--- src/axis_ram_pkg.sv ---
// Shared stream types for the replay buffer; data is one byte wide and carries no tkeep or tuser
package axis_ram_pkg;

  // Byte lane of every stream in the design
  parameter int DATA_W = 8;

  // One stream beat without its ready, which travels the other way
  typedef struct packed {
    logic              valid;  // Beat present
    logic              last;   // Final beat of a frame
    logic [DATA_W-1:0] data;   // Payload byte
  } axis_beat_t;

  // Replay producer states
  typedef enum logic {
    GEN_IDLE = 1'b0,  // Waiting for a start pulse
    GEN_RUN  = 1'b1   // Issuing read addresses
  } gen_state_t;

endpackage
--- src/replay_addr_gen.sv ---
// FRAME_LEN must not exceed DEPTH; a start pulse while a replay runs is ignored
`timescale 1ns/10ps

module replay_addr_gen #(
  parameter  int DEPTH     = 4096,
  parameter  int FRAME_LEN = 4096,
  localparam int ADDR_W    = $clog2(DEPTH)
) (
  input  logic              axis_wr_inf,
  input  logic              rst_n,
  input  logic              gen_en,
  output logic              gen_ready,
  output logic              raddr_valid,
  output logic [ADDR_W-1:0] raddr,
  output logic              raddr_last,
  input  logic              raddr_ready,
  output logic              raddr_fire
);

  import axis_ram_pkg::*;

  gen_state_t state;     // Producer FSM
  logic       addr_end;  // Current address is the final one

  assign addr_end    = (raddr == ADDR_W'(FRAME_LEN - 1));
  assign gen_ready   = (state == GEN_IDLE);         // Free for a new start
  assign raddr_valid = (state == GEN_RUN);
  assign raddr_last  = raddr_valid & addr_end;      // Marks the final beat
  assign raddr_fire  = raddr_valid & raddr_ready;   // Single handshake term

  always_ff @(posedge axis_wr_inf) begin
    if (!rst_n) begin
      state <= GEN_IDLE;
      raddr <= '0;
    end else begin
      case (state)
        GEN_IDLE: begin
          if (gen_en) begin
            state <= GEN_RUN;  // Start replay
            raddr <= '0;
          end
        end
        GEN_RUN: begin
          if (raddr_fire) begin
            if (addr_end) begin
              state <= GEN_IDLE;  // Frame done
              raddr <= '0;
            end else begin
              raddr <= raddr + ADDR_W'(1);
            end
          end
        end
      endcase
    end
  end

endmodule

--- config.mk ---
export PLATFORM = sky130hd
export DESIGN_NAME = replay_addr_gen
export DESIGN_NICKNAME = d
export VERILOG_FILES = /design/src/axis_ram_pkg.sv /design/src/replay_addr_gen.sv
export SDC_FILE = /design/constraint.sdc
export NUM_CORES = 1
export LEC_CHECK = 0
export ABC_CLOCK_PERIOD_IN_PS = 4900
export CAP_MARGIN = 10
export CORE_UTILIZATION = 47
export CTS_CLUSTER_DIAMETER = 150
export DETAILED_ROUTE_END_ITERATION = 8
export DONT_BUFFER_PORTS = 1
export GPL_ROUTABILITY_DRIVEN = 0
export SETUP_SLACK_MARGIN = 0.3
export SYNTH_ARGS = -nofsm -noshare
export SYNTH_HDL_FRONTEND = slang
export SYNTH_SLANG_ARGS = --single-unit
--- constraint.sdc ---
create_clock -name axis_wr_inf -period 4.9 [get_ports axis_wr_inf]
set_input_delay 1.47 -clock axis_wr_inf [delete_from_list [all_inputs] [get_ports axis_wr_inf]]
set_output_delay 1.47 -clock axis_wr_inf [all_outputs]
set_load 0.01 [all_outputs]
Word level (Yosys, flattened, before mapping)
Index checks and enable logic that the tools add are counted.
{ "word_totals": {"reg_bits": 13, "in_bits": 4, "out_inout_bits": 16} }
{ "classes": {"n_addsub": 1, "n_eq_ne": 3, "muxes": 8, "n_bitwise": 3, "reduce_logical": 1} }
{ "op_table": {"columns": ["op", "count"], "rows": [
  ["2-to-1 mux 12 bit", 3],
  ["case mux 12 bit (2 select lines)", 1],
  ["adder 12 x 1 -> 12 bit, second input constant", 1],
  ["== test 12 bit, second input constant", 1],
  ["!= test 2 bit, second input constant", 2],
  ["2-to-1 mux 1 bit", 3],
  ["bitwise AND 1 bit", 2],
  ["case mux 1 bit (2 select lines)", 1],
  ["AND reduction 2 bit", 1],
  ["inverter 1 bit", 1]
]} }

Depth between registers and ports, before layout
{ "depth": {"word_depth": 4, "ltp_mapped": 6} }

Least setup slack after synthesis
No wires, ideal clock.
{ "synth_path": {"path_kind": "input to output", "startpoint": "in raddr_ready", "endpoint": "out raddr_fire", "t_arrival_ns": 1.675, "path_slack_ns": 1.755, "path_stages": 2, "n_path_buf": 0, "path_cell_list": "nand2_1 inv_1"} }
{ "synth_between": {"elab_chain_cells": 1} }
{ "synth_rtl": {"columns": ["element", "line", "text"], "rows": [
  ["start: declaration", "replay_addr_gen.sv:16", "input logic raddr_ready,"],
  ["bitwise AND 1 bit", "replay_addr_gen.sv:29", "assign raddr_fire = raddr_valid & raddr_ready;"],
  ["end: declaration", "replay_addr_gen.sv:17", "output logic raddr_fire"]
]} }
Every way passes these cells.

Final worst setup path
{ "layout_path": {"startpoint": "reg raddr[0]", "endpoint": "out raddr_last"} }
{ "layout_between": {"elab_chain_cells": 2} }
{ "layout_rtl": {"columns": ["element", "line", "text"], "rows": [
  ["start: declaration", "replay_addr_gen.sv:14", "output logic [ADDR_W-1:0] raddr,"],
  ["start signal: assignment", "replay_addr_gen.sv:49", "raddr <= raddr + ADDR_W'(1);"],
  ["== test 12 bit", "replay_addr_gen.sv:25", "assign addr_end = (raddr == ADDR_W'(FRAME_LEN - 1));"],
  ["bitwise AND 1 bit", "replay_addr_gen.sv:28", "assign raddr_last = raddr_valid & addr_end;"],
  ["end: declaration", "replay_addr_gen.sv:15", "output logic raddr_last,"]
]} }
Every way passes these cells.

==> results.sh <==
export IMPL_cts_tree="done"
export IMPL_synth_top_cell_area_share=0.369
export IMPL_grt_ovfl_total=0
export IMPL_grtUsageTotal=0.224
export IMPL_start_util=0.523
export IMPL_total_power_uw=185
export IMPL_antenna_found_initial=0
export IMPL_critPathMaxStageDelay_ns=0.66
export IMPL_drc_errors=0
export IMPL_antennaDiodeCount=0
export IMPL_synth_net_count=88
export IMPL_slew_viol_final=0
export IMPL_ir_worst_vdd_mv=0.205
export IMPL_netlist_area_um2=706
export IMPL_rows=13
export IMPL_path_max_fanout=6
export IMPL_synthDistinctLibCells=35
export IMPL_cts_sinks=13
export IMPL_cts_resized=0
export IMPL_drt_initial_drc_count=22
export IMPL_num_fill_cells=130
export IMPL_wirelength_mm=1.53
export IMPL_cts_htree_levels=1
export IMPL_post_cts_buffers=0
export IMPL_wl_per_cell_um=15.4
export IMPL_core_area_um2=1350
export IMPL_synth_seq_area_share=0.369
export IMPL_clk_latency_ns=0.27
export IMPL_root_buffer="clkbuf_4"
export IMPL_ys_ff_latch=13
export IMPL_nets=90
export IMPL_skew_ns=0.00255
export IMPL_timing_max_cap_violations=0
export IMPL_postRouteAntennaNets=0
export IMPL_num_vias=628
export IMPL_cts_buffers=3
export IMPL_period_share=0.716
export IMPL_cp_cell_sequence="ha_1, nand3_2, or4_1, nor2_1"
export IMPL_worst_ep_arrival_time_ns=2.04
export IMPL_crit_required_ns=3.43
export IMPL_fin_crit_ns=3.51
export IMPL_yosysWarnings=0
export IMPL_ios=20
export IMPL_die_w_um=40.8
export IMPL_powerDensity_nw_per_um2=250
export IMPL_hold_slack_ns=0.580
export IMPL_setup_tns_ns=0
export IMPL_ff_latch_area_um2=260
export IMPL_startpoint_type="register"
export IMPL_drtPass1Iterations=4
export IMPL_dieArea_um2=1660
export IMPL_avgSynthCellArea_um2=8.50
export IMPL_yosysTopAreaCell="dfxtp_1"
export IMPL_grt_pass1_wl_mm=2.41
export IMPL_synth_area_leaders="dfxtp_1, o21ai_0, nor2_1"
export IMPL_die_height_um=40.8
export IMPL_rsz0062_at_grt="no"
export IMPL_multi_input_area_um2=422
export IMPL_dp_hpwl_mm=1.10
export IMPL_drive_above_1_share=0.0952
export IMPL_grt_max_degree=10
export IMPL_postCtsHoldBufs=0
export IMPL_min_path_type="register to register"
export IMPL_critPathSlowestCell="or4_1"
export IMPL_worstSetupEndpointType="output port"
export IMPL_final_hold_violation_count=0
export IMPL_worstSetupPathType="register to output port"
export IMPL_power_leakage_nw=0.265
export IMPL_outcome="finished clean"
export IMPL_area_growth_pct=4.61
export IMPL_clk_path_buf_depth=2
export IMPL_worstMarginPinSlew_ns=0.529
export IMPL_viasPerCell=6.34
export IMPL_syn_inst=83
export IMPL_first_global_vias=566
export IMPL_max_freq_ghz=0.285
export IMPL_slew_headroom=0.637
export IMPL_io_buffer_count=0
export IMPL_clk_pin_slew_ns=0.07
export IMPL_setup_violations=0
[power by group]
| group | total [mW] | switching (mW) | internal (mW) |
|---|---|---|---|
| logic | 0.0118 | 0.00737 | 0.00446 |
| registers | 0.109 | 0.00251 | 0.107 |
| clock network | 0.0639 | 0.0324 | 0.0315 |
[stage by stage]
stage / utilization / area [um2] / std cells / setup WS, ns
after floorplan: - / 706 / 83 / 1.75
after global placement: 0.527 / 712 / 95 / 1.70
after detailed placement: 0.527 / 712 / 95 / 1.69
after CTS: 0.547 / 738 / 99 / 1.38
after global routing: 0.547 / 738 / 99 / 1.26
final: 0.547 / 738 / 99 / 1.39
[logic make-up after synthesis]
kind of cell / synth area share
and+or+nand+nor: 0.280
AOI/OAI and AO/OA: 0.261
DFF: 0.369
buffers and inverters: 0.0337
xor gates and xnor gates: 0.0248
muxes: 0.0142
adders and majority gates: 0.0177
[cells in the final DEF, fill, tap and decap left out, drive strengths merged]
cell type and count:
nand2 5, mux2i 1, clkbuf 4, a22oi 1
o21ai 12, a21boi 1, and2 1, o31ai 1
a22o 2, o21a 1, nand3 5, a21oi 1
ha 1, a31oi 3, xor2 1, o41ai 1
inv 3, nor2 7, nor3 2, o221a 1
nor3b 1, dfxtp 13, or4 2, a32oi 1
xnor2 1, nand4 4, o2bb2ai 1, and3 4
a211oi 1, nor2b 2
[Yosys cell counts]
cell type	instances
o21ai_0	10
o21ai_1	2
and3_1	3
o221a_1	1
nor3b_1	1
xor2_1	1
a22o_1	2
and3_2	1
a21oi_1	1
o2bb2ai_1	1
nand4_4	1
nor3_1	2
o41ai_2	1
xnor2_1	1
nand2_1	5
nor2_1	7
a211oi_1	1
o21a_1	1
a22oi_1	1
nand3_1	3
a31oi_1	3
or4_1	2
nand3_2	2
a32oi_1	1
nand4_1	3
nor2b_1	2
buf_2	1
mux2i_1	1
dfxtp_1	13
o31ai_1	1
ha_1	1
a21boi_1	1
clkbuf_1	2
inv_1	3
and2_1	1
[state kept, by name, summed over array words and instances, names as in the netlist]
| register | cells |
|---|---|
| raddr | 12 |
| raddr_valid | 1 |
[area by class of cell]
class / count / share of cell area
inverter: 3 / 0.0153
sequential: 13 / 0.353
multi-input combinational: 64 / 0.571
clock buffer: 4 / 0.0356
tap: 15 / 0.0254
[routing by layer]
metal,vias up,track usage,share of wire
met5,-,0,0
met4,0,0.0500,0.0066
met2,15,0.337,0.46
met3,2,0.120,0.054
li1,318,-,-
met1,293,0.280,0.47
[worst max-delay path: cells and delay by family, from the launching register on]
| kind | cells | cell delay [ns] |
|---|---|---|
| DFF | 1 | 0.46 |
| adders and majority gates | 1 | 0.26 |
| and+or+nand+nor | 3 | 1.04 |
[path summary, 6_finish.rpt]
check | from | to | slack, ns | depth (start not counted)
setup / recovery | raddr[0] | raddr_last | 1.39 | 4
setup reg to reg | raddr[0] | raddr[1] | 2.95 | 5
hold / removal | raddr[10] | raddr[10] | 0.58 | 1
hold reg to reg | raddr[10] | raddr[10] | 0.58 | 1
No activity file was read; power rests on OpenSTA's default activity.
