--- src/axis_ram_pkg.sv ---
// Shared stream types for the replay buffer; data is one byte wide and carries no tkeep or tuser
package axis_ram_pkg;

  // Byte lane of every stream in the design
  parameter int DATA_W = 8;

  // One stream beat without its ready, which travels the other way
  typedef struct packed {
    logic              valid;  // Beat present
    logic              last;   // Final beat of a frame
    logic [DATA_W-1:0] data;   // Payload byte
  } axis_beat_t;

  // Replay producer states
  typedef enum logic {
    GEN_IDLE = 1'b0,  // Waiting for a start pulse
    GEN_RUN  = 1'b1   // Issuing read addresses
  } gen_state_t;

endpackage
--- src/frame_writer.sv ---
// DEPTH must be a power of two so the write address wraps by itself; ready is the wr_en level only
`timescale 1ns/10ps

module frame_writer #(
  parameter  int DEPTH  = 4096,
  localparam int ADDR_W = $clog2(DEPTH)
) (
  input  logic                            axis_wr_inf,
  input  logic                            rst_n,
  input  logic                            wr_en,
  input  axis_ram_pkg::axis_beat_t        wr_beat,
  output logic                            wr_ready,
  output logic                            ram_we,
  output logic [ADDR_W-1:0]               ram_waddr,
  output logic [axis_ram_pkg::DATA_W-1:0] ram_wdata
);

  logic wr_fire;  // Beat accepted this cycle

  assign wr_ready  = wr_en;                  // No internal stall
  assign wr_fire   = wr_beat.valid & wr_en;  // Handshake
  assign ram_we    = wr_fire;
  assign ram_wdata = wr_beat.data;           // Straight into RAM

  // Write address, back to zero after last
  always_ff @(posedge axis_wr_inf) begin
    if (!rst_n) begin
      ram_waddr <= '0;
    end else if (wr_fire) begin
      if (wr_beat.last) begin
        ram_waddr <= '0;                        // Next frame starts at 0
      end else begin
        ram_waddr <= ram_waddr + ADDR_W'(1);  // Wraps at DEPTH
      end
    end
  end

endmodule

--- config.mk ---
export PLATFORM = sky130hd
export DESIGN_NAME = frame_writer
export DESIGN_NICKNAME = d
export VERILOG_FILES = /design/src/axis_ram_pkg.sv /design/src/frame_writer.sv
export SDC_FILE = /design/constraint.sdc
export NUM_CORES = 1
export LEC_CHECK = 0
export BUFFER_PORTS_ARGS = -buffer_cell sky130_fd_sc_hd__buf_4
export CAP_MARGIN = 20
export CORE_MARGIN = 3
export CORE_UTILIZATION = 42
export DETAILED_ROUTE_END_ITERATION = 16
export HOLD_SLACK_MARGIN = 0.15
export PLACE_DENSITY_LB_ADDON = 0.15
export SKIP_CTS_REPAIR_TIMING = 1
export SLEW_MARGIN = 15
export SYNTH_ARGS = -nofsm -noshare
export SYNTH_HDL_FRONTEND = slang
export SYNTH_SLANG_ARGS = --single-unit
--- constraint.sdc ---
create_clock -name axis_wr_inf -period 1.8 [get_ports axis_wr_inf]
set_input_delay 0.18 -clock axis_wr_inf [delete_from_list [all_inputs] [get_ports axis_wr_inf]]
set_output_delay 0.18 -clock axis_wr_inf [all_outputs]
set_load 0.01 [all_outputs]
# --- Yosys cells after proc, flatten, opt, wreduce, memory -nomap -nowiden ---
# Index checks and enable logic that the tools add are counted.
classes:
  muxes: 1
  add_sub_neg: 1
  bitwise_logic: 1
ops:
  columns: ["op", "n"]
  rows:
  - ["adder 12 x 1 -> 12 bit, second input constant", 1]
  - ["2-to-1 mux 12 bit", 1]
  - ["AND 1 bit", 1]
totals:
  elab_cells: 4
  register_bits: 12

# --- Logic depth before layout (Yosys ltp) ---
depth:
  word_depth: 2
  mapped_depth: 4
  mapped_depth_nobuf: 4

# --- Worst setup path after synthesis ---
# OpenSTA, ideal clock, no wires.
synth_path:
  path_kind: "register to register"
  startpoint: "register ram_waddr[0]"
  endpoint: "register ram_waddr[8]"
  setup_slack_ps: 353
  setup_time_ps: 71
  t_required_ps: 1729
  path_stages_with_launch: 5
  arrival_ps: 1377
  path_cell_list: "dfxtp_1 > ha_1 > nand4_2 > or4_1 > a21oi_1"
synth_between:
  elab_chain_len: 2
synth_lines:
  columns: ["item", "line", "text"]
  rows:
  - ["start: declaration", "frame_writer.sv:14", "output logic [ADDR_W-1:0] ram_waddr,"]
  - ["start signal: assignment", "frame_writer.sv:33", "ram_waddr <= ram_waddr + ADDR_W'(1);"]
  - ["adder 12 x 1 -> 12 bit", "frame_writer.sv:33", null]
  - ["2-to-1 mux 12 bit", "frame_writer.sv:30", "if (wr_beat.last) begin"]
# No other way between the ends.
# A chain may end at the register's enable or synchronous reset.

# --- Final worst setup path ---
layout_path:
  startpoint: "register ram_waddr[0]"
  endpoint: "register ram_waddr[10]"
# The elaborated chain is that of the path after synthesis.

==> impl_results.md <==
- Period utilization: 0.856
- Fraction of layout cells with a size suffix above 1: 0.291
- Most common cell in the synthesized netlist: sky130_fd_sc_hd__dfxtp_1
- Async set or reset register ratio after synthesis: 0
- Yosys warning count: 0
- WL final: 1.44 mm
- Number of synthesized flops with an enable pin: 0
- WHS Endpoint: ram_waddr[11]$_SDFFE_PN0P_
- Std cell rows: 13
- GRT Residual Overflow: 0
- Antenna violations before repair: 0
- Reg clk slew, reported paths: 0.08 ns
- Proportion of synthesized chip area in sequential cells: 0.367
- Flops & latches, synth: 12
- Global-route met2 utilization: 0.226
- Largest fanout of any net on the critical path: 8
- CTS Sinks: 12
- Ratio of routed vias to standard cells: 5.91
- Total cell area at the placement stage: 733 um2
- Buffers added on ports: 18
- CTS Buf Count: 3
- Total of fill cells in the finished design: 142
- Number of endpoints failing setup at the final stage: 0
- Required time at the worst-slack endpoint: 2.00 ns
- Max-cap violation count: 0
- Startpoint of the lowest-slack register-to-register path: ram_waddr[0]$_SDFFE_PN0P_
- Leak pwr: 0.288 nW
- Maximum buffer depth of the clock tree: 2
- Clock tree from TritonCTS: built
- Reg2Reg Setup Slack: 0.26 ns
- Later-pin clock latency in the skew report: 0.28 ns
- Mapped Cells: 75
- Share of the synthesized area in the top cell type: 0.367
- Number of global-route vias before repair: 541
- Unrepaired setup endpoints after global routing: false
- Slew Limit Fails: 0
- Mean routed wirelength per cell: 14.2 um
- Drt first-iter violations: 5
- Largest cells by area after synthesis: sky130_fd_sc_hd__dfxtp_1 (37%), sky130_fd_sc_hd__buf_4 (10%), sky130_fd_sc_hd__a21oi_1 (6.1%)
- Hold crit path type: in -> reg
- Met3 track demand over resource in global routing: 0.0435
- Highest achievable clock rate: 0.649 GHz
- Width of the chip: 45.5 um
- Total Neg Setup Slack: 0 ns
- GP Congestion: 0.716
- Most used DFF post-synth: sky130_fd_sc_hd__dfxtp_1
- Count of final hold-check violations: 0
- Global-route layer with the greatest usage: met2
- P per Cell Area: 681 nW/um2
- R2R depth: 4
- Root Buffer: sky130_fd_sc_hd__clkbuf_4
- Endpoint of the lowest-slack register-to-register path: ram_waddr[10]$_SDFFE_PN0P_
- Post-Synthesis Net Count: 89
- Layout overhead on the synthesized area: 17.6%
- Routed vias: 597
- Maximum ir drop on the vdd rail: 0.378 mV
- Total iterations of the first detailed-routing run: 4
- Final antenna-violating net count: 0
- Worst Path Class, Setup: reg -> reg
- Arrival time of data at the critical path endpoint: 1.74 ns
- Most flop-heavy register: ram_waddr
- Clock period minus final worst setup slack: 1.54 ns
- Diodes inserted: 0
- Remaining design rule violation count: 0
- Tot GR Track Use: 0.164
- Number of flip-flops in the largest register: 12
- First-pass GRT wire length: 2.39 mm
- Effective utilization at floorplan: 0.473
- Min Hold Slack: 0.198 ns
- Non-Filler Cell Area, Final: 769 um2
- Number of H-tree levels: 1
- I/O Pins: 35
- Run status: complete, no violations
- Top cells by instance count after synthesis: sky130_fd_sc_hd__dfxtp_1 (12), sky130_fd_sc_hd__buf_4 (9), sky130_fd_sc_hd__a21oi_1 (8), sky130_fd_sc_hd__nand3_1 (5), sky130_fd_sc_hd__inv_1 (4)
- Hold path start: rst_n
- Avg Synthesized Cell Area: 8.73 um2
- Top flop regs: ram_waddr x12
- Pin count of the biggest net entering global routing: 12
- Transition at the pin with the smallest max-transition slack: 0.384 ns
- Cell area after synthesis: 654 um2
- Slew Limit Headroom: 0.743
- Layout Skew: 0.00936 ns
- Total Die Area: 2070 um2
- CP endpoint kind: flip-flop
- HPWL after detailed placement: 1.05 mm
- Cell type contributing the most total cell area after synthesis: sky130_fd_sc_hd__dfxtp_1
- Worst hold stages: 3
- Distinct cell type count of the synthesized netlist: 24
- Net count of the finished layout: 101
- Category of the worst setup path launch point: flip-flop
- Routing usage on met1: 0.217
- Core Box Area: 1380 um2
- DIE HEIGHT: 45.5 um
## layout make-up
type | instances | area, um2 | area share
Tap cell | 15 | 18.8 | 0.0244
Timing Repair Buffer | 18 | 135 | 0.176
Multi-Input combinational cell | 48 | 324 | 0.421
Inverter | 4 | 15.0 | 0.0195
Clock buffer | 4 | 36.3 | 0.0472
Sequential cell | 12 | 240 | 0.312
## power breakdown
| group | total [mW] | switching (mW) | internal, mW |
|---|---|---|---|
| sequential | 0.271 | 0.00333 | 0.268 |
| clock | 0.217 | 0.0945 | 0.123 |
| combinational | 0.0357 | 0.0186 | 0.0171 |
| total | 0.524 | 0.116 | 0.408 |
## critical path, stage by stage (launching register included)
cell and delay, ns:
sky130_fd_sc_hd__dfxtp_1 0.42, sky130_fd_sc_hd__ha_1 0.22, sky130_fd_sc_hd__nand4_2 0.19, sky130_fd_sc_hd__or4_1 0.50, sky130_fd_sc_hd__a21oi_1 0.14
## per-layer routing
metal	vias to the layer above	part of all wire
met3	6	0.095
met4	0	0.022
met1	274	0.44
li1	291	-
met2	26	0.44
met5	-	0
## layout by cell type, fill, tap and decap left out, types with 3 or more instances in the layout
cell type                  instances
sky130_fd_sc_hd__a21oi_1           8
sky130_fd_sc_hd__buf_4            18
sky130_fd_sc_hd__clkbuf_4          3
sky130_fd_sc_hd__dfxtp_1          12
sky130_fd_sc_hd__inv_1             4
sky130_fd_sc_hd__nand2_1           3
sky130_fd_sc_hd__nand3_1           5
sky130_fd_sc_hd__nor2_1            3
sky130_fd_sc_hd__o21ai_0           3
sky130_fd_sc_hd__o31ai_1           3
sky130_fd_sc_hd__or3_1             3
sky130_fd_sc_hd__or4_1             3
## cell families (layout without fill, tap and decap cells)
group / Yosys count / count (layout) / synth area share
and+or+nand+nor: 27 / 27 / 0.273
AOI/OAI and AO/OA: 16 / 16 / 0.145
buffers and inverters: 15 / 26 / 0.138
DFF: 12 / 12 / 0.367
xor gates and xnor gates: 2 / 2 / 0.0268
muxes: 2 / 2 / 0.0306
adders and majority gates: 1 / 1 / 0.0191
## worst max-delay path by stage
stage | slack, ns | startpoint | depth (start not counted) | end
floorplan | 0.35 | ram_waddr[0]$_SDFFE_PN0P_ | 4 | ram_waddr[8]$_SDFFE_PN0P_
global placement | 0.36 | ram_waddr[0]$_SDFFE_PN0P_ | 4 | ram_waddr[10]$_SDFFE_PN0P_
detailed placement | 0.30 | ram_waddr[0]$_SDFFE_PN0P_ | 4 | ram_waddr[10]$_SDFFE_PN0P_
CTS | 0.27 | ram_waddr[0]$_SDFFE_PN0P_ | 4 | ram_waddr[10]$_SDFFE_PN0P_
global route | 0.11 | ram_waddr[0]$_SDFFE_PN0P_ | 4 | ram_waddr[10]$_SDFFE_PN0P_
finish | 0.26 | ram_waddr[0]$_SDFFE_PN0P_ | 4 | ram_waddr[10]$_SDFFE_PN0P_
## through the flow
step           power [mW]  worst slack (ns)  std cells  utilization
6_report            0.524             0.259        101        0.557
3_5_place_dp        0.314             0.301         97        0.530
4_1_cts             0.532             0.269        101        0.557
3_3_place_gp        0.313             0.356         97        0.530
2_1_floorplan       0.313             0.353         75            -
5_1_grt             0.556             0.114        101        0.557
No activity file was read; power rests on OpenSTA's default activity.
