## src/axis_ram_pkg.sv

```systemverilog
// Shared stream types for the replay buffer; data is one byte wide and carries no tkeep or tuser
package axis_ram_pkg;

  // Byte lane of every stream in the design
  parameter int DATA_W = 8;

  // One stream beat without its ready, which travels the other way
  typedef struct packed {
    logic              valid;  // Beat present
    logic              last;   // Final beat of a frame
    logic [DATA_W-1:0] data;   // Payload byte
  } axis_beat_t;

  // Replay producer states
  typedef enum logic {
    GEN_IDLE = 1'b0,  // Waiting for a start pulse
    GEN_RUN  = 1'b1   // Issuing read addresses
  } gen_state_t;

endpackage
```

## src/read_fifo.sv

```systemverilog
// Assumes a one-cycle RAM read latency; space_ok keeps two entries free for the address in flight
`timescale 1ns/10ps

module read_fifo #(
  parameter  int FIFO_DEPTH = 8,
  localparam int PTR_W      = $clog2(FIFO_DEPTH),
  localparam int CNT_W      = $clog2(FIFO_DEPTH + 1)
) (
  input  logic                            axis_wr_inf,
  input  logic                            rst_n,
  input  logic                            rd_strobe,
  input  logic                            rd_last,
  input  logic [axis_ram_pkg::DATA_W-1:0] ram_rdata,
  output axis_ram_pkg::axis_beat_t        fifo_beat,
  input  logic                            fifo_ready,
  output logic                            space_ok
);

  import axis_ram_pkg::*;

  logic [DATA_W:0]   mem [FIFO_DEPTH];  // {last, data} per entry
  logic              strobe_q;          // Read strobe lined up with RAM data
  logic              last_q;
  logic [PTR_W-1:0]  wr_ptr;
  logic [PTR_W-1:0]  rd_ptr;
  logic [CNT_W-1:0]  count;             // Occupancy
  logic              push;
  logic              pop;
  logic              not_empty;

  assign push      = strobe_q;                 // RAM data valid now
  assign not_empty = (count != '0);
  assign pop       = not_empty & fifo_ready;
  assign space_ok  = (count < CNT_W'(FIFO_DEPTH - 1));  // At least two free

  assign fifo_beat = '{valid: not_empty,
                       last:  mem[rd_ptr][DATA_W],
                       data:  mem[rd_ptr][DATA_W-1:0]};

  // Match the RAM latency
  always_ff @(posedge axis_wr_inf) begin
    if (!rst_n) begin
      strobe_q <= 1'b0;
    end else begin
      strobe_q <= rd_strobe;
    end
  end

  always_ff @(posedge axis_wr_inf) begin
    last_q <= rd_last;  // Qualified by strobe_q
  end

  // Entry storage
  always_ff @(posedge axis_wr_inf) begin
    if (push) begin
      mem[wr_ptr] <= {last_q, ram_rdata};
    end
  end

  // Pointers and occupancy
  always_ff @(posedge axis_wr_inf) begin
    if (!rst_n) begin
      wr_ptr <= '0;
      rd_ptr <= '0;
      count  <= '0;
    end else begin
      if (push) begin
        if (wr_ptr == PTR_W'(FIFO_DEPTH - 1)) begin
          wr_ptr <= '0;  // Circular wrap
        end else begin
          wr_ptr <= wr_ptr + PTR_W'(1);
        end
      end
      if (pop) begin
        if (rd_ptr == PTR_W'(FIFO_DEPTH - 1)) begin
          rd_ptr <= '0;
        end else begin
          rd_ptr <= rd_ptr + PTR_W'(1);
        end
      end
      case ({push, pop})
        2'b10:   count <= count + CNT_W'(1);
        2'b01:   count <= count - CNT_W'(1);
        default: count <= count;  // Both or neither
      endcase
    end
  end

endmodule

```

## config.mk

```make
export PLATFORM = sky130hd
export DESIGN_NAME = read_fifo
export DESIGN_NICKNAME = d
export VERILOG_FILES = /design/src/axis_ram_pkg.sv /design/src/read_fifo.sv
export SDC_FILE = /design/constraint.sdc
export NUM_CORES = 1
export LEC_CHECK = 0
export ABC_AREA = 1
export ABC_CLOCK_PERIOD_IN_PS = 2100
export BUFFER_PORTS_ARGS = -buffer_cell sky130_fd_sc_hd__buf_2
export CELL_PAD_IN_SITES_DETAIL_PLACEMENT = 1
export CELL_PAD_IN_SITES_GLOBAL_PLACEMENT = 1
export CORE_ASPECT_RATIO = 0.75
export CORE_MARGIN = 3
export CORE_UTILIZATION = 40
export DETAILED_ROUTE_END_ITERATION = 8
export PLACE_DENSITY = 0.73
export SETUP_SLACK_MARGIN = 0.4
export SLEW_MARGIN = 40
export SYNTH_ARGS = -nofsm -noshare
export SYNTH_HDL_FRONTEND = slang
export SYNTH_SLANG_ARGS = --single-unit
```

## constraint.sdc

```tcl
create_clock -name axis_wr_inf -period 2.1 [get_ports axis_wr_inf]
set_input_delay 0.42 -clock axis_wr_inf [delete_from_list [all_inputs] [get_ports axis_wr_inf]]
set_output_delay 0.42 -clock axis_wr_inf [all_outputs]
set_load 0.05 [all_outputs]
```

Yosys cells after proc, flatten, opt, wreduce, memory -nomap -nowiden
Memory sizes are Yosys's and may differ from the RTL's. A register that Yosys moved wholly into a read port is not among the register bits.
Index checks and enable logic that the tools add are counted.
Widths: inputs -> output; s select.
- add/subtract/negate cells: 4
- multipliers: 0
- div/mod/pow operators: 0
- magnitude comparators: 1
- eq/ne operators: 4
- shift-type cells: 0
- multiplexer cells: 7
- bitwise gates (word level): 1
- reduce and logical (&&, ||, !) cells: 2
- operators with widths (operator ; number):
    $mux 3 ; 4
    $pmux 4 s2 ; 1
    $add 3x1->3 const B ; 2
    $eq 3x3->1 const B ; 2
    $add 4x1->4 const B ; 1
    $lt 4x3->1 const B ; 1
    $reduce_bool 4->1 ; 1
    $sub 4x1->4 const B ; 1
    $eq 2x1->1 const B ; 1
    $eq 2x2->1 const B ; 1
    $mux 1 ; 2
    $reduce_bool 2->1 ; 1
    $and 1x1->1 ; 1
- register bits: 12
- latch bits: 0
- RAM bits: 72
- bits in read-only memories: 0
- input port bits: 13
- output and inout port bits: 11
- word-level logic and storage cells: 25
- memories: 1
- memories (memory ; words ; bits a word ; read ports ; clocked after Yosys merged registers in ; wr ports ; line ; text):
    mem ; 8 ; 9 ; 1 ; 1 ; 1 ; read_fifo.sv:21 ; logic [DATA_W:0] mem [FIFO_DEPTH];

Longest topological paths before layout
Gate-level depths: netlist of run 1.
- depth in word-level cells: 4
- depth in mapped cells: 14
- depth with buffers taken out: 14

Least setup slack after synthesis of run 1
Ideal clock, no wire load.
- path type: flip-flop to flip-flop
- start: register count[1]
- end: register count[2]
- setup time: 0.115 ns
- arrival: 1.658 ns
- data required time: 1.985 ns
- slack: 0.327 ns
- cell stages (with the launch flop): 14
- path buffers: 0
- period minus slack after synthesis: 1.773 ns
- cells stage by stage: dfxtp_1 inv_1 nand4_1 nand2_1 inv_1 ha_1 nand2_1 inv_1 nor2_2 ha_1 a21oi_1 xnor2_1 o21ai_0 inv_1
- longest elaborated chain between the ends: 4
- elaborated cells between the ends (all ways): 8
- those cells by class: add/sub (2); eq/ne (2); mux (1); bitwise (1); reduce/logical (2)
- RTL lines (element ; line ; text):
    from (decl) ; read_fifo.sv:26 ; logic [CNT_W-1:0] count;
    from (signal assigned) ; read_fifo.sv:82 ; 2'b10: count <= count + CNT_W'(1);
    from (signal assigned) ; read_fifo.sv:83 ; 2'b01: count <= count - CNT_W'(1);
    from (signal assigned) ; read_fifo.sv:84 ; default: count <= count;
    $reduce_bool 4->1 * ; read_fifo.sv:32 ; assign not_empty = (count != '0);
    named net not_empty ; read_fifo.sv:29 ; logic not_empty;
    $and 1x1->1 * ; read_fifo.sv:33 ; assign pop = not_empty & fifo_ready;
    $eq 2x1->1 / $eq 2x2->1 (equally long branches) ; read_fifo.sv:81 ; case ({push, pop})
    $pmux 4 s2 / $reduce_bool 2->1 (equally long branches) ; - ;
The timed path passes the listed nets; every way through them passes the cells marked *.
A chain may end at the register's enable or synchronous reset.

==> results.ini, run 1 <==
[clock_tree]
clock_sinks=87
clock_latency_ns=0.35
cts_root_buffer=clkbuf_16
hold_buffers=0
numCtsBuffers=9
clk_pin_slew_ns=0.07
cts_max_path_buffers=2
cts_tree=done
cts_htree_levels=3

[synthesis]
synth.avg_cell_area_um2=11.7
ys_ff_latch=87
synth_common_cells=edfxtp_1, nor2_1, nand2_1
syn_nets=322
synth_seq_area_share_pct=69.4
synth_top_cell_by_area=edfxtp_1
syn_inst=302
synth_top_area_share_pct=60.9
yosys_most_used_dff=edfxtp_1
synth_edf_count=72
synth_area_mm2=0.00355
synth_cell_types=24
yosys-top-cells-area=edfxtp_1, dfxtp_1, nor2_1
async_reset_ff_share_pct=0
synth_most_common_cell=edfxtp_1
yosys_warnings=0

[critical_path]
start_kind=flop
crit_fanout=10
crit_required_ns=1.68
cp-end-kind=output pin
cp_data_arrival_time_ns=1.78
crit_type=flop to output pin

[global_routing]
grt_use_total_pct=19.5
antenna_found_initial=0
grt_overflow=0
grt_max_degree=37
grt_pass1_vias=2564
grt_pass1_wl_um=14300

[pwr]
leakage_nw=1.82
max-vdd-ir-drop_mv=0.706
fin_total_pwr_mw=7.43
powerDensity_mw_per_mm2=1550

[floorplan]
die_area_mm2=0.0100
die_w_um=115
rows=29
core-area_mm2=0.00853
initial_core_util_pct=41.6
die_y_um=87.6
io_pins=24

[routing]
drc=0
wl_per_cell_um=23.5
ant_nets=0
drtIter0Drc=241
wl_um=11200
vias=2604
first_pass_iters=5
vias_per_cell=5.49

[outcome]
status=finished, violations left
violations=setup timing

[sta]
report.final.slew_viol_count=0
fmax_ghz=0.454
max_slew_margin_pct=68.4
hold_violations=0
setup-violations-final=4
fin_skew_ns=0.0113
rsz0062_at_grt=true
period_share_pct=105
tightest_slew_ns=0.468
setup_ws_ns=-0.105
period_needed_ns=2.20

[cells_and_area]
fill_cells=834
multi_input_area_mm2=0.00111
syn_to_final_growth_pct=35.4
antenna-diode-count=0
regArea_mm2=0.00247
drive_gt1_share_pct=33.3
layout.nets=381

[placed_design]
place.gp.congestion=0.762
place_ws_ns=0.133
dp_hpwl_um=4920
portBuffers=23

[min_path]
hold_path.class=input pin to flop

[run]
drv_cap=0

==> cells by family after synthesis <==
group	synth area share [%]
XOR/XNOR	0.494
flip-flops	69.4
buffers and inverters	4.69
adder cells (fa/ha/maj)	2.47
AND/OR/NAND/NOR	11.1
multiplexers	2.54
AO/OA/AOI/OAI	9.27
==> repair_timing <==
item / in CTS / in global routing
pin swaps: 10 / 18
setup buffers: 12 / 7
gates resized for setup: 53 / 46
setup endpoints to repair: 13 / 14
gates cloned: 4 / 3
hold endpoints to repair: 0 / 0
==> worst max-delay path, stage by stage (launching register included) <==
cell and delay [ns]:
dfxtp_4 0.38, buf_12 0.16, o21ai_0 0.41, o22ai_2 0.15, nand2_1 0.08, nand2_1 0.08, buf_6 0.16
==> through the flow <==
| step | hold WS [ns] | TNS, ns | instances | instance area, um^2 | util, % |
|---|---|---|---|---|---|
| 2_1_floorplan | 0.448 | 0 | 302 | 3560 | - |
| 3_3_place_gp | 0.499 | 0 | 432 | 3830 | 44.9 |
| 3_5_place_dp | 0.506 | 0 | 432 | 3830 | 44.9 |
| 4_1_cts | 0.171 | 0 | 464 | 4500 | 52.8 |
| 5_1_grt | 0.171 | -0.541 | 474 | 4800 | 56.3 |
| 6_report | 0.176 | -0.184 | 474 | 4800 | 56.3 |
==> cells in the final DEF, fill, tap and decap left out, drive strengths merged, types with 2 or more instances in the layout <==
master	n
nand3	3
bufinv	3
inv	19
a21oi	8
mux2i	9
ha	7
nor2	55
o22ai	9
edfxtp	72
o21ai	45
xnor2	2
dfxtp	15
buf	57
clkbuf	13
clkinv	3
nand2	41
==> worst paths after layout <==
| path | start | end | slack (ns) | depth (start not counted) |
|---|---|---|---|---|
| setup / recovery | flop | fifo_beat[0] | -0.10 | 6 |
| hold / removal | rd_last | last_q | 0.18 | 1 |
| setup reg to reg | count[1] | count[2] | 0.22 | 12 |
| hold reg to reg | rd_ptr[2] | flop | 0.52 | 2 |
==> area by class of cell <==
type | count | share of cell area (%)
clock buffer | 10 | 4.77
clock inverter | 6 | 2.29
inverter | 20 | 1.87
multi-input combinational | 183 | 23.2
sequential | 87 | 51.5
tap | 108 | 2.81
timing repair buffer | 60 | 13.6
==> metal layers <==
metal / vias up / GRT usage, % / wire length (um)
met4: 0 / 9.70 / 291
met2: 94 / 30.3 / 5540
li1: 1178 / - / -
met5: - / 0 / 0
met1: 1304 / 26.5 / 4740
met3: 28 / 3.94 / 592
==> flip-flops by register name (all words and copies together) (netlist names), named ones only <==
name,cells
count,4
rd_ptr,3
wr_ptr,3
push,1
last_q,1
mem,72
==> where the power goes <==
group	switching, mW	internal [mW]
Combinational	2.05	1.42
Clock	0.690	1.16
Sequential	0.111	2.00
(Power assumes the default switching activity.)
==> run 2, diff against run 1 <==
--- a/config.mk
+++ b/config.mk
@@ -14,7 +14,8 @@
 export CORE_MARGIN = 3
 export CORE_UTILIZATION = 40
 export DETAILED_ROUTE_END_ITERATION = 8
-export PLACE_DENSITY = 0.73
+export PLACE_DENSITY = 0.74
+export RECOVER_POWER = 100
 export SETUP_SLACK_MARGIN = 0.4
 export SLEW_MARGIN = 40
 export SYNTH_ARGS = -nofsm -noshare
==> run 2 against run 1 <==
The flow still finishes with violations (setup timing); first-iteration DRC count fell by 12%; global-route usage rose by 0.57 points; clock-buffer cell count did not move; design area fell by 1.1%; non-clock buffer count did not move; critical path depth rose by 1; core utilization fell by 0.62 points; sequential power barely moved; clock power fell by 11%; die area did not move; clock skew fell by 0.0023 ns; largest power group unchanged.
==> results.ini, run 2 (same netlist as run 1, synthesis figures left out) <==
[clock_tree]
cts_tree=done
clock_sinks=87  ; unchanged
cts_root_buffer=clkbuf_16
cts_max_path_buffers=2  ; unchanged
clock_latency_ns=0.35  ; about the same
numCtsBuffers=9  ; unchanged
cts_htree_levels=3  ; unchanged
clk_pin_slew_ns=0.07  ; about the same

[pwr]
leakage_nw=1.75  ; -3.6%
p_switching_mw=2.83  ; -0.46%
powerDensity_mw_per_mm2=1520  ; -2.0%
sequentialPowerShare_pct=29.1  ; +0.7 points
fin_total_pwr_mw=7.20  ; -3.1%
switching_share_pct=39.4  ; +1.0 points
max-vdd-ir-drop_mv=0.829  ; +17%
pwr-share-comb_pct=48.0  ; +1.3 points
intPower_mw=4.37  ; -4.7%
clkPwrFrac_pct=22.8  ; -2.1 points

[global_routing]
antenna_found_initial=0  ; unchanged
grt_pass1_wl_um=14800  ; +3.6%
grt_overflow=0  ; unchanged
grt_pass1_vias=2695  ; +5.1%
grt_max_degree=37  ; unchanged
grt_use_total_pct=20.1  ; +0.57 points

[floorplan]
die_area_mm2=0.0100  ; unchanged
core-area_mm2=0.00853  ; unchanged
io_pins=24  ; unchanged
initial_core_util_pct=41.6  ; unchanged
rows=29  ; unchanged
die_y_um=87.6  ; unchanged
die_w_um=115  ; unchanged

[critical_path]
rrSetupSlack_ns=0.23  ; about the same
cp_data_arrival_time_ns=1.79  ; about the same
crit_required_ns=1.68  ; about the same
crit_fanout=5  ; -5
timing.rr.start=count[2]
crit_type=flop to output pin
cp-end-kind=output pin
start_kind=flop

[sta]
whs_ns=0.173  ; -0.00282 ns
fin_skew_ns=0.00906  ; -0.00226 ns
fmax_ghz=0.453  ; -0.22%
setup_ws_ns=-0.110  ; -0.00477 ns
period_needed_ns=2.21  ; +0.00477 ns
period_share_pct=105  ; +0.23 points
setup-violations-final=3  ; -1
hold_violations=0  ; unchanged
max_slew_margin_pct=52.4  ; -16 points
tightest_slew_ns=0.713  ; +0.245 ns
report.final.slew_viol_count=0  ; unchanged
finalSetupTns_ns=-0.127  ; +0.0564 ns
rsz0062_at_grt=true

[cells_and_area]
largest_reg_flops=72  ; unchanged
final_cell_mix=edfxtp_1, nor2_1, nand2_1
drive_gt1_share_pct=32.0  ; -1.4 points
regArea_mm2=0.00247  ; about the same
fill_cells=874  ; +4.8%
largestRegisters=mem (72), count (4)
multi_input_area_mm2=0.00112  ; +0.79%
layout_commonest_cell=edfxtp_1
layout.nets=381  ; unchanged
syn_to_final_growth_pct=33.9
largest-register=mem
stdcell_area_mm2=0.00475  ; -1.1%
antenna-diode-count=0  ; unchanged

[routing]
wl_um=10900  ; -2.2%
wl_per_cell_um=23.0  ; -2.2%
drtIter0Drc=213  ; -12%
vias=2614  ; +0.38%
drc=0  ; unchanged
ant_nets=0  ; unchanged
vias_per_cell=5.51  ; +0.38%
first_pass_iters=4  ; -1

[min_path]
hold_path.class=input pin to flop
holdCritStartpoint=rd_last

[placed_design]
portBuffers=23  ; unchanged
place.gp.congestion=0.716  ; -6.0%
dp_hpwl_um=5120  ; +4.0%
place_area_mm2=0.00383  ; unchanged
place_ws_ns=0.159  ; +0.0260 ns

[outcome]
status=finished, violations left
violations=setup timing

[run]
drv_cap=0  ; unchanged

[run 2: area by class of cell]
cell class | instances | share of cell area [%]
clock inverter | 6 | 1.47
inverter | 20 | 1.95
clock buffer | 10 | 4.82
multi-input combinational | 183 | 23.6
timing repair buffer | 60 | 13.2
tap | 108 | 2.84
sequential | 87 | 52.1
[run 2: metal layers]
metal / global-route usage, % / wire, um / vias up
met1: 25.0 / 4540 / 1305
met2: 35.2 / 5420 / 104
met4: 6.40 / 284 / 0
met3: 4.70 / 659 / 24
met5: 0 / 0 / -
li1: - / - / 1181
[run 2: metrics by stage]
stage,util (%),instances
floorplan,-,302
detailed placement,44.9,432
finish,55.7,474
global route,55.7,474
CTS,52.5,464
global placement,44.9,432
[run 2: what timing repair did]
action	4_1_cts	5_1_grt
resized for setup	63	43
pin swaps	14	24
gates cloned	3	3
endpoints found under the setup margin	13	14
buffers inserted	13	7
hold buffers	0	0
[run 2: worst max-delay path, cell delays in order (launching register included)]
cell and delay [ns]:
dfxtp_4 0.42, buf_12 0.14, buf_16 0.12, mux2i_2 0.24, o22ai_1 0.14, nand2_1 0.12, nand2_2 0.10, buf_8 0.16
[run 2: final timing paths]
path / endpoint / cells past startpoint
setup / recovery: fifo_beat[8] / 7
hold / removal: last_q / 1
setup reg to reg: count[2] / 13
hold reg to reg: count[1] / 2
[run 2: power by group through the flow]
stage | Clock [mW] | Sequential, mW | Combinational [mW]
finish | 1.64 | 2.10 | 3.46
global route | 1.74 | 2.11 | 3.65
CTS | 1.63 | 2.08 | 2.79
detailed placement | 0 | 2.09 | 2.03
global placement | 0 | 2.08 | 1.97
floorplan | 0 | 2.06 | 1.61
