--- src/axis_ram_pkg.sv ---
// Shared stream types for the replay buffer; data is one byte wide and carries no tkeep or tuser
package axis_ram_pkg;

  // Byte lane of every stream in the design
  parameter int DATA_W = 8;

  // One stream beat without its ready, which travels the other way
  typedef struct packed {
    logic              valid;  // Beat present
    logic              last;   // Final beat of a frame
    logic [DATA_W-1:0] data;   // Payload byte
  } axis_beat_t;

  // Replay producer states
  typedef enum logic {
    GEN_IDLE = 1'b0,  // Waiting for a start pulse
    GEN_RUN  = 1'b1   // Issuing read addresses
  } gen_state_t;

endpackage
--- src/axis_out_pipe.sv ---
// One-entry slice; in_ready depends combinationally on rd_ready, so it breaks the data path only
`timescale 1ns/10ps

module axis_out_pipe (
  input  logic                     axis_wr_inf,
  input  logic                     rst_n,
  input  axis_ram_pkg::axis_beat_t in_beat,
  output logic                     in_ready,
  output axis_ram_pkg::axis_beat_t rd_beat,
  input  logic                     rd_ready
);

  import axis_ram_pkg::*;

  logic              slot_valid;  // Slice holds a beat
  logic              slot_last;
  logic [DATA_W-1:0] slot_data;
  logic              load;        // Take a new beat

  // Free when empty or when the held beat leaves now
  assign in_ready = ~slot_valid | rd_ready;
  assign load     = in_beat.valid & in_ready;

  assign rd_beat = '{valid: slot_valid,
                     last:  slot_last,
                     data:  slot_data};

  // Valid flag
  always_ff @(posedge axis_wr_inf) begin
    if (!rst_n) begin
      slot_valid <= 1'b0;
    end else if (in_ready) begin
      slot_valid <= in_beat.valid;  // Refill or drain
    end
  end

  // Payload, steady under stall
  always_ff @(posedge axis_wr_inf) begin
    if (load) begin
      slot_last <= in_beat.last;
      slot_data <= in_beat.data;
    end
  end

endmodule

--- config.mk ---
export PLATFORM = sky130hd
export DESIGN_NAME = axis_out_pipe
export DESIGN_NICKNAME = d
export VERILOG_FILES = /design/src/axis_ram_pkg.sv /design/src/axis_out_pipe.sv
export SDC_FILE = /design/constraint.sdc
export NUM_CORES = 1
export LEC_CHECK = 0
export BUFFER_PORTS_ARGS = -buffer_cell sky130_fd_sc_hd__buf_2
export CAP_MARGIN = 20
export CORE_AREA = 2 2 39 41
export CTS_BUF_LIST = sky130_fd_sc_hd__clkbuf_4 sky130_fd_sc_hd__clkbuf_8
export DETAILED_ROUTE_END_ITERATION = 12
export DIE_AREA = 0 0 41 43
export GPL_ROUTABILITY_DRIVEN = 1
export HOLD_SLACK_MARGIN = 0.06
export PLACE_DENSITY = 0.53
export SKIP_LAST_GASP = 1
export SYNTH_ARGS = -nofsm -noshare
export SYNTH_HDL_FRONTEND = slang
export SYNTH_SLANG_ARGS = --single-unit
--- constraint.sdc ---
create_clock -name axis_wr_inf -period 1.9 [get_ports axis_wr_inf]
set_input_delay 0.285 -clock axis_wr_inf [delete_from_list [all_inputs] [get_ports axis_wr_inf]]
set_output_delay 0.285 -clock axis_wr_inf [all_outputs]
set_load 0.02 [all_outputs]
# Word-level counts from Yosys, hierarchy flattened
# Cells that the tools add are included.
[classes] n_bitwise=3
[op_table] cell="AND 1 bit" n=1
[op_table] cell="NOT 1 bit" n=1
[op_table] cell="OR 1 bit" n=1
[totals] output_inout_bits=11 word_cells=6 register_bits=10 inputBits=13

# Longest topological paths before layout
# Gate-level depths: netlist of run 1.
[logic_depth] word_depth=3 mapped_depth=2 mapped_depth_nobuf=2

# Worst setup path after synthesis of run 1
# No wires, ideal clock.
[synth_timing] path_kind="input port to flip-flop" startpoint="in rd_ready" endpoint="reg slot_data[0] (enable)" cell_stages=2 t_arrival_ns=0.633 setup_ns=0.301 required_time_ns=1.599 path_buffers=0 slack_ns=0.966 cell_sequence="nand2b_4 -> and2_4"
[synth_between] elab_chain_len=2
[synth_lines] element="start: declaration" line="axis_out_pipe.sv:10" rtl="input logic rd_ready"
[synth_lines] element="OR 1 bit" line="axis_out_pipe.sv:21" rtl="assign in_ready = ~slot_valid | rd_ready;"
[synth_lines] element="AND 1 bit" line="axis_out_pipe.sv:22" rtl="assign load = in_beat.valid & in_ready;"
[synth_lines] element="named net load" line="axis_out_pipe.sv:18" rtl="logic load;"
[synth_lines] element="end signal: assignment" line="axis_out_pipe.sv:41" rtl="slot_data <= in_beat.data;"
[synth_lines] element="end: declaration" line="axis_out_pipe.sv:17" rtl="logic [DATA_W-1:0] slot_data;"
# The timed path passes the listed nets, and every way through them passes these cells.
# A chain may end at the register's enable or synchronous reset.

# Worst setup path after layout of run 1
[layout_timing] startpoint="reg slot_valid" endpoint="out in_ready"
[layout_between] elab_chain_len=2
[layout_lines] element="start: declaration" line="axis_out_pipe.sv:15" rtl="logic slot_valid;"
[layout_lines] element="start signal: assignment" line="axis_out_pipe.sv:33" rtl="slot_valid <= in_beat.valid;"
[layout_lines] element="NOT 1 bit" line="axis_out_pipe.sv:21"
[layout_lines] element="OR 1 bit" line="axis_out_pipe.sv:21"
[layout_lines] element="end: declaration" line="axis_out_pipe.sv:8" rtl="output logic in_ready,"
# Every way passes these cells.

==> results of run 1 <==
-- layout make-up --
type                            instances  area share
Sequential cell                        10       0.589
Clock buffer                            4      0.0609
Multi-Input combinational cell          3      0.0685
Tap cell                               16      0.0406
Timing Repair Buffer                   23       0.234
Inverter                                1     0.00761
-- worst max-delay path: cells and delay by family, from the launching register on --
kind	cells	cell delay, ns
and+or+nand+nor	1	0.07
DFF	1	0.38
buffers and inverters	1	0.16
-- layer usage --
metal	share of wire	GRT usage
met3	0.19	0.0785
met2	0.40	0.0906
met1	0.41	0.0714
met4	0	0.0800
met5	0	0
-- registers in the layout, indices dropped and copies added, names as in the netlist --
signal / count
slot_data: 8
slot_valid: 1
slot_last: 1
-- power by group through the flow --
stage / registers (W) / logic (W) / clock network, W
after global routing: 0.000259 / 0.0000567 / 0.000184
after floorplan: 0.000277 / 0.0000180 / 0
after detailed placement: 0.000264 / 0.0000534 / 0
final: 0.000259 / 0.0000524 / 0.000159
after CTS: 0.000259 / 0.0000534 / 0.000170
after global placement: 0.000263 / 0.0000528 / 0
-- per-stage QoR --
stage	util	instances	hold slack, ns	power, W
3_3_place_gp	0.335	53	0.467	0.000316
2_1_floorplan	-	16	0.384	0.000295
3_5_place_dp	0.335	53	0.463	0.000317
5_1_grt	0.356	57	0.169	0.000500
4_1_cts	0.356	57	0.186	0.000482
6_report	0.356	57	0.199	0.000470
-- path summary, 6_finish.rpt --
path | cells after the start | slack [ns] | end | start
setup / recovery | 2 | 0.76 | in_ready | slot_valid$_SDFFE_PN0P_
hold / removal | 1 | 0.20 | slot_data[2]$_DFFE_PP_ | in_beat[2]
setup reg to reg | 2 | 0.98 | slot_data[6]$_DFFE_PP_ | slot_valid$_SDFFE_PN0P_
hold reg to reg | 2 | 0.51 | slot_valid$_SDFFE_PN0P_ | slot_valid$_SDFFE_PN0P_
-- cells in the final DEF, fill, tap and decap left out --
cell      instances
buf_2            23
edfxtp_1          9
clkbuf_4          4
nand2b_4          1
inv_1             1
a21boi_2          1
and2_4            1
dfxtp_1           1
-- cells in the mapped netlist --
cell type,instances
and2_4,1
dfxtp_1,1
a21boi_2,1
buf_4,2
inv_1,1
nand2b_4,1
edfxtp_1,9
-- kinds of logic (layout without fill, tap and decap cells) --
group | after synthesis | after routing | synth area share
DFF | 10 | 10 | 0.847
buffers and inverters | 3 | 28 | 0.0547
and+or+nand+nor | 2 | 2 | 0.0657
AOI/OAI and AO/OA | 1 | 1 | 0.0328
==> impl_metrics.json, run 1 <==
{
  "status": "finished clean",
  "wl_um": 558,
  "first_iter_violations": 0,
  "drive_gt1_frac": 0.732,
  "max_slew_margin": 0.904,
  "pwr-share-clk": 0.338,
  "powerDensity_nw_per_um2": 953,
  "final_area_um2": 493,
  "ant_nets": 0,
  "grt.total_usage": 0.0787,
  "crit_type": "reg2out",
  "synth_top_area_share": 0.788,
  "rsz0062_at_grt": "no",
  "syn_to_final_growth_pct": 43.8,
  "hold_path.class": "in2reg",
  "critPathArrivalTime_ns": 0.86,
  "max_cap_viol_count": 0,
  "grt_max_degree": 10,
  "pwr-share-seq": 0.550,
  "syn_inst": 16,
  "place_area_um2": 463,
  "fin_ws_ns": 0.759,
  "setup_viol_count_final": 0,
  "p_sw_frac": 0.209,
  "max_slew.worst_pin.slew_ns": 0.144,
  "cts_setup_buffers": 0,
  "vias": 219,
  "io_pins": 24,
  "cts_sinks": 10,
  "cts_htree_levels": 1,
  "initial_core_util": 0.248,
  "cellInternalPower_w": 0.000372,
  "crit_fanout": 3,
  "clockRootBuffer": "clkbuf_4",
  "first_pass_iters": 1,
  "post-route-drc-count": 0,
  "wire_per_inst_um": 9.79,
  "grt-ovfl-total": 0,
  "cpMaxStageDelayCell": "dfxtp_1",
  "row_count": 14,
  "syn_area_um2": 343,
  "yosys.area.top_type": "edfxtp_1",
  "ir_worst_vdd_v": 0.000292,
  "numCtsBuffers": 3,
  "critPathCaptureType": "output pin",
  "clk_pin_slew_worst_paths_ns": 0.06,
  "worstSkewPairLatency_ns": 0.26,
  "io_buffer_count": 23,
  "skew_ns": 0.0102,
  "slew_violations": 0,
  "nFillCells": 143,
  "fin_tns_setup_ns": 0,
  "cts_tree": "done",
  "pre_cts_ws_ns": 0.901,
  "cts_hold_buf": 0,
  "dieWidth_um": 41,
  "n_antenna_cell": 0,
  "ctsResizeCount": 0,
  "leakagePower_nw": 0.225,
  "viasPerCell": 3.84,
  "cts_max_path_buffers": 2,
  "final-seq-area_um2": 290,
  "ys_warn_count": 0,
  "multi_input_area_um2": 33.8,
  "path_cells": "nand2b_4 -> buf_2",
  "antenna_found_initial": 0,
  "power_frac_comb": 0.111,
  "die_h_um": 43,
  "place.gp.congestion": 0.530,
  "grt_pass1_vias": 197,
  "p_switching_w": 0.0000984,
  "grt_pass1_wl_um": 779,
  "hold_viol_final": 0,
  "coreArea_um2": 1380,
  "clock.fmax_ghz": 0.877,
  "period_needed_ns": 1.14,
  "worstSetupStartpointType": "flop",
  "post-route-period-util": 0.600,
  "cp.required_ns": 1.62,
  "cpPeakStageDelay_ns": 0.38,
  "synthDistinctLibCells": 7,
  "ys_seq_area_frac": 0.847,
  "nNetsFinal": 55,
  "synth_area_leaders": "edfxtp_1, dfxtp_1, buf_4",
  "syn_avg_cell_area_um2": 21.4,
  "synth.ff_latch_count": 10,
  "synth_fp_nets": 29,
  "die-area_um2": 1760
}
No activity file was read; power rests on OpenSTA's default activity.
==> run 2, diff against run 1 <==
clock period = 1.05 ns   (was 1.9 ns; I/O delays follow)
==> run 2 against run 1 <==
Effect of this change: power up 74%; combinational power up 81%; design area down 0.76%; critical endpoint unchanged; largest cell class unchanged; largest power group unchanged.
==> impl_metrics.json, run 2 (synthesized netlist as in run 1, its figures left out) <==
{
  "hold_viol_final": 0,
  "grt.total_usage": 0.0694,
  "p_switching_w": 0.000180,
  "cts_htree_levels": 1,
  "total_power_w": 0.000818,
  "grt-ovfl-total": 0,
  "ctsResizeCount": 0,
  "timing.rr.end": "slot_data[4]$_DFFE_PP_",
  "largest_reg_flops": 8,
  "place_area_um2": 463,
  "cts_tree": "done",
  "fin_tns_setup_ns": 0,
  "clockRootBuffer": "clkbuf_4",
  "holdPathEnd": "slot_data[2]$_DFFE_PP_",
  "n_antenna_cell": 0,
  "io_pins": 24,
  "post-route-drc-count": 0,
  "multi_input_area_um2": 33.8,
  "largest_register": "slot_data",
  "cts_setup_buffers": 0,
  "cpMaxStageDelayCell": "dfxtp_1",
  "max_slew_margin": 0.917,
  "hold_path.class": "in2reg",
  "power_frac_comb": 0.116,
  "mostFrequentLayoutCells": "buf_2, edfxtp_1, clkbuf_4",
  "wire_per_inst_um": 9.12,
  "crit_type": "reg2out",
  "numCtsBuffers": 3,
  "io_buffer_count": 23,
  "leakagePower_nw": 0.221,
  "ant_nets": 0,
  "syn_to_final_growth_pct": 42.7,
  "drive_gt1_frac": 0.707,
  "wl_um": 520,
  "rrSetupSlack_ns": 0.14,
  "period_needed_ns": 0.994,
  "cp.required_ns": 0.89,
  "first_pass_iters": 1,
  "route.met3.wl_um": 99,
  "powerDensity_nw_per_um2": 1670,
  "dieWidth_um": 41,
  "wl_met1_um": 217,
  "nFillCells": 135,
  "grt_pass1_wl_um": 724,
  "rsz0062_at_grt": "no",
  "slew_violations": 0,
  "antenna_found_initial": 0,
  "vias": 209,
  "pwr-share-clk": 0.313,
  "pwr-share-seq": 0.571,
  "die_h_um": 43,
  "grt_max_degree": 10,
  "status": "finished clean",
  "post-route-period-util": 0.947,
  "dr.max_layer_used": "met4",
  "top_regs": "slot_data x8, slot_last x1, slot_valid x1",
  "cts_sinks": 10,
  "p_sw_frac": 0.221,
  "path_cells": "nand2b_4 -> buf_2",
  "setup_viol_count_final": 0,
  "cts_hold_buf": 0,
  "crit_fanout": 3,
  "place.gp.congestion": 0.528,
  "cts_max_path_buffers": 2,
  "first_iter_violations": 0,
  "r2r_cells": 2,
  "row_count": 14,
  "skew_ns": 0.00663,
  "nNetsFinal": 55,
  "coreArea_um2": 1380,
  "layout_commonest_cell": "buf_2",
  "worstSkewPairLatency_ns": 0.26,
  "clk_pin_slew_worst_paths_ns": 0.07,
  "final_area_um2": 489,
  "min-delay-start": "in_beat[2]",
  "viasPerCell": 3.67,
  "initial_core_util": 0.248,
  "max_cap_viol_count": 0,
  "wl_met2_um": 193,
  "cpPeakStageDelay_ns": 0.36,
  "reg2reg_from": "slot_valid$_SDFFE_PN0P_",
  "clock.fmax_ghz": 1.01,
  "critPathArrivalTime_ns": 0.84,
  "cellInternalPower_w": 0.000637,
  "hold_depth": 1,
  "max_slew.worst_pin.slew_ns": 0.124,
  "die-area_um2": 1760,
  "path_buf_inv": 1,
  "cpLargestDelayFamily": "flip-flops",
  "grt_pass1_vias": 192,
  "final-seq-area_um2": 290,
  "critPathCaptureType": "output pin",
  "ir_worst_vdd_v": 0.000775,
  "worstSetupStartpointType": "flop"
}
-- run 2: cell type report --
type	count	share of cell area
inverters	1	0.00767
multi-input cells	3	0.0691
repair buffers	23	0.235
clock inverters	1	0.00767
flip-flops and latches	10	0.593
clock buffers	3	0.0460
well taps	16	0.0409
-- run 2: metal layers --
layer  vias to the layer above  track usage
li1                        106            -
met3                         2       0.0314
met2                        20       0.0938
met1                        81       0.0678
met4                         0       0.0800
met5                         -            0
-- run 2: power by group through the flow --
stage | Sequential [W] | Clock [W] | Combinational [W]
after global placement | 0.000476 | 0 | 0.0000958
final | 0.000467 | 0.000256 | 0.0000948
after detailed placement | 0.000476 | 0 | 0.0000965
after global routing | 0.000468 | 0.000288 | 0.000103
after CTS | 0.000468 | 0.000267 | 0.0000966
after floorplan | 0.000501 | 0 | 0.0000325
-- run 2: through the flow --
step | cells | setup WS, ns | hold slack [ns] | util
global route | 57 | 0.00899 | 0.0678 | 0.354
finish | 57 | 0.0556 | 0.0728 | 0.354
floorplan | 16 | 0.123 | 0.256 | -
CTS | 57 | 0.0389 | 0.0666 | 0.354
detailed placement | 53 | 0.142 | 0.338 | 0.335
global placement | 53 | 0.155 | 0.340 | 0.335
-- run 2: how the worst max path moves through the flow --
stage,from,endpoint,slack (ns),cells after the start
after global routing,slot_valid$_SDFFE_PN0P_,in_ready,0.009,2
after detailed placement,slot_valid$_SDFFE_PN0P_,slot_data[0]$_DFFE_PP_,0.14,2
after floorplan,slot_valid$_SDFFE_PN0P_,slot_data[0]$_DFFE_PP_,0.12,2
after CTS,slot_valid$_SDFFE_PN0P_,in_ready,0.04,2
final,slot_valid$_SDFFE_PN0P_,in_ready,0.06,2
after global placement,slot_valid$_SDFFE_PN0P_,slot_data[0]$_DFFE_PP_,0.16,2
-- run 2: worst reg2reg max path, stage by stage (launching register included) --
cell	delay (ns)
dfxtp_1	0.33
nand2b_4	0.08
and2_4	0.21
==> run 3, diff against run 2 <==
BUFFER_PORTS_ARGS = unset   (was -buffer_cell sky130_fd_sc_hd__buf_2)
DONT_BUFFER_PORTS = 1   (was unset)
PLACE_DENSITY = 0.38   (was 0.53)
clock period = 1.16 ns   (was 1.05 ns; I/O delays follow)
==> run 3 against run 2 <==
Effect of this change: core utilization grew 0.27 points; critical endpoint unchanged; first-iteration DRC count is the same; global-route usage shrank 0.92 points; count of clock-buffer cells in the layout grew 1; flip-flop and latch count is the same; power shrank 6.3%; clock skew shrank 0.0017 ns; largest cell class unchanged; sequential power shrank 4%.
==> impl_metrics.json, run 3 (synthesized netlist as in run 1, its figures left out) <==
{
  "powerDensity_nw_per_um2": 1550,
  "p_switching_w": 0.000156,
  "power_frac_comb": 0.073,
  "max_cap_viol_count": 0,
  "critPathCaptureType": "output pin",
  "worstSkewPairLatency_ns": 0.25,
  "post-route-period-util": 0.870,
  "cts_tree": "done",
  "rsz0062_at_grt": "no",
  "first_pass_iters": 1,
  "max_slew.worst_pin.slew_ns": 0.220,
  "ir_worst_vdd_v": 0.000609,
  "grt_max_degree": 10,
  "setup_viol_count_final": 0,
  "p_sw_frac": 0.204,
  "grt.total_usage": 0.0601,
  "clk_pin_slew_worst_paths_ns": 0.06,
  "crit_type": "reg2out",
  "top_regs": "slot_data x8, slot_last x1, slot_valid x1",
  "pre_cts_ws_ns": 0.254,
  "hold_viol_final": 0,
  "min-delay-start": "rst_n",
  "die-area_um2": 1760,
  "place.gp.congestion": 0.464,
  "antenna_found_initial": 0,
  "drive_gt1_frac": 0.300,
  "max_slew_margin": 0.854,
  "critPathArrivalTime_ns": 0.84,
  "worstSetupStartpointType": "flop",
  "wire_per_inst_um": 11.0,
  "fin_ws_ns": 0.151,
  "grt-ovfl-total": 0,
  "first_iter_violations": 0,
  "dp_cells": 32,
  "cp.required_ns": 0.99,
  "skew_ns": 0.00490,
  "crit_fanout": 2,
  "largest_reg_flops": 8,
  "multi_input_area_um2": 33.8,
  "place_area_um2": 363,
  "whs_ns": 0.0713,
  "pwr-share-seq": 0.588,
  "mostFrequentLayoutCells": "dlygate4sd3_1, edfxtp_1, clkbuf_4",
  "die_h_um": 43,
  "clock.fmax_ghz": 0.991,
  "hold_depth": 1,
  "pwr-share-clk": 0.339,
  "wl_um": 507,
  "grt_pass1_wl_um": 655,
  "leakagePower_nw": 0.186,
  "nNetsFinal": 44,
  "r2r_cells": 2,
  "initial_core_util": 0.248,
  "slew_violations": 0,
  "cts_htree_levels": 1,
  "fin_tns_setup_ns": 0,
  "holdPathEnd": "slot_valid$_SDFFE_PN0P_",
  "coreArea_um2": 1380,
  "viasPerCell": 3.98,
  "vias": 183,
  "numCtsBuffers": 3,
  "nFillCells": 136,
  "cts_sinks": 10,
  "cts_max_path_buffers": 2,
  "io_pins": 24,
  "ant_nets": 0,
  "ctsResizeCount": 0,
  "final-seq-area_um2": 290,
  "period_needed_ns": 1.01,
  "row_count": 14,
  "n_antenna_cell": 0,
  "syn_to_final_growth_pct": 43.8,
  "hold_path.class": "in2reg",
  "final_area_um2": 493,
  "largest_register": "slot_data",
  "io_buffer_count": 0,
  "grt_pass1_vias": 192,
  "post-route-drc-count": 0,
  "rrSetupSlack_ns": 0.26,
  "finalNonFillerCells": 46,
  "status": "finished clean",
  "timing.rr.end": "slot_last$_DFFE_PP_",
  "dieWidth_um": 41,
  "reg2reg_from": "slot_valid$_SDFFE_PN0P_",
  "cellInternalPower_w": 0.000609,
  "layout_commonest_cell": "dlygate4sd3_1",
  "clockRootBuffer": "clkbuf_4"
}
-- run 3: changes by cell type in the layout (fill, tap and decap cells not counted) --
cell           change
clkinv_1           -1
clkbuf_4           +1
buf_4              +2
buf_2             -23
dlygate4sd3_1     +10
-- run 3: metrics by stage --
stage          power, W  utilization
2_1_floorplan  0.000483            -
3_3_place_gp   0.000488        0.262
3_5_place_dp   0.000489        0.262
4_1_cts        0.000780        0.356
5_1_grt        0.000802        0.356
6_report       0.000766        0.356
-- run 3: critical path, cell delays in order (launching register included) --
cell	delay, ns
dfxtp_1	0.37
nand2b_4	0.06
buf_4	0.16
-- run 3: area by class of cell --
class | count | share of cell area
Multi-Input combinational cell | 3 | 0.0685
Sequential cell | 10 | 0.589
Inverter | 1 | 0.00761
Clock buffer | 4 | 0.0609
Tap cell | 16 | 0.0406
Timing Repair Buffer | 12 | 0.234
-- run 3: power groups by stage --
stage	clock network (W)	logic [W]	registers, W
after global placement	0	0.0000293	0.000458
after global routing	0.000290	0.0000592	0.000452
after floorplan	0	0.0000295	0.000453
after detailed placement	0	0.0000298	0.000459
after CTS	0.000273	0.0000567	0.000451
final	0.000260	0.0000556	0.000450
-- run 3: routing by layer --
metal  share of wire  track usage
met5               0            0
met4               0       0.0400
met3           0.091       0.0314
met2            0.52       0.0969
met1            0.38       0.0541
-- run 3: worst max-delay path by stage --
stage | start | slack (ns) | cells after the start | end
after detailed placement | slot_valid$_SDFFE_PN0P_ | 0.25 | 2 | slot_data[0]$_DFFE_PP_
final | slot_valid$_SDFFE_PN0P_ | 0.15 | 2 | in_ready
after global routing | slot_valid$_SDFFE_PN0P_ | 0.11 | 2 | in_ready
after global placement | slot_valid$_SDFFE_PN0P_ | 0.26 | 2 | slot_data[6]$_DFFE_PP_
after CTS | slot_valid$_SDFFE_PN0P_ | 0.14 | 2 | in_ready
after floorplan | slot_valid$_SDFFE_PN0P_ | 0.23 | 2 | slot_data[0]$_DFFE_PP_
-- run 3: what timing repair did --
action,in CTS,in global routing
hold buffers,10,0
setup endpoints to repair,0,0
buffers inserted,0,0
hold endpoints to repair,10,0
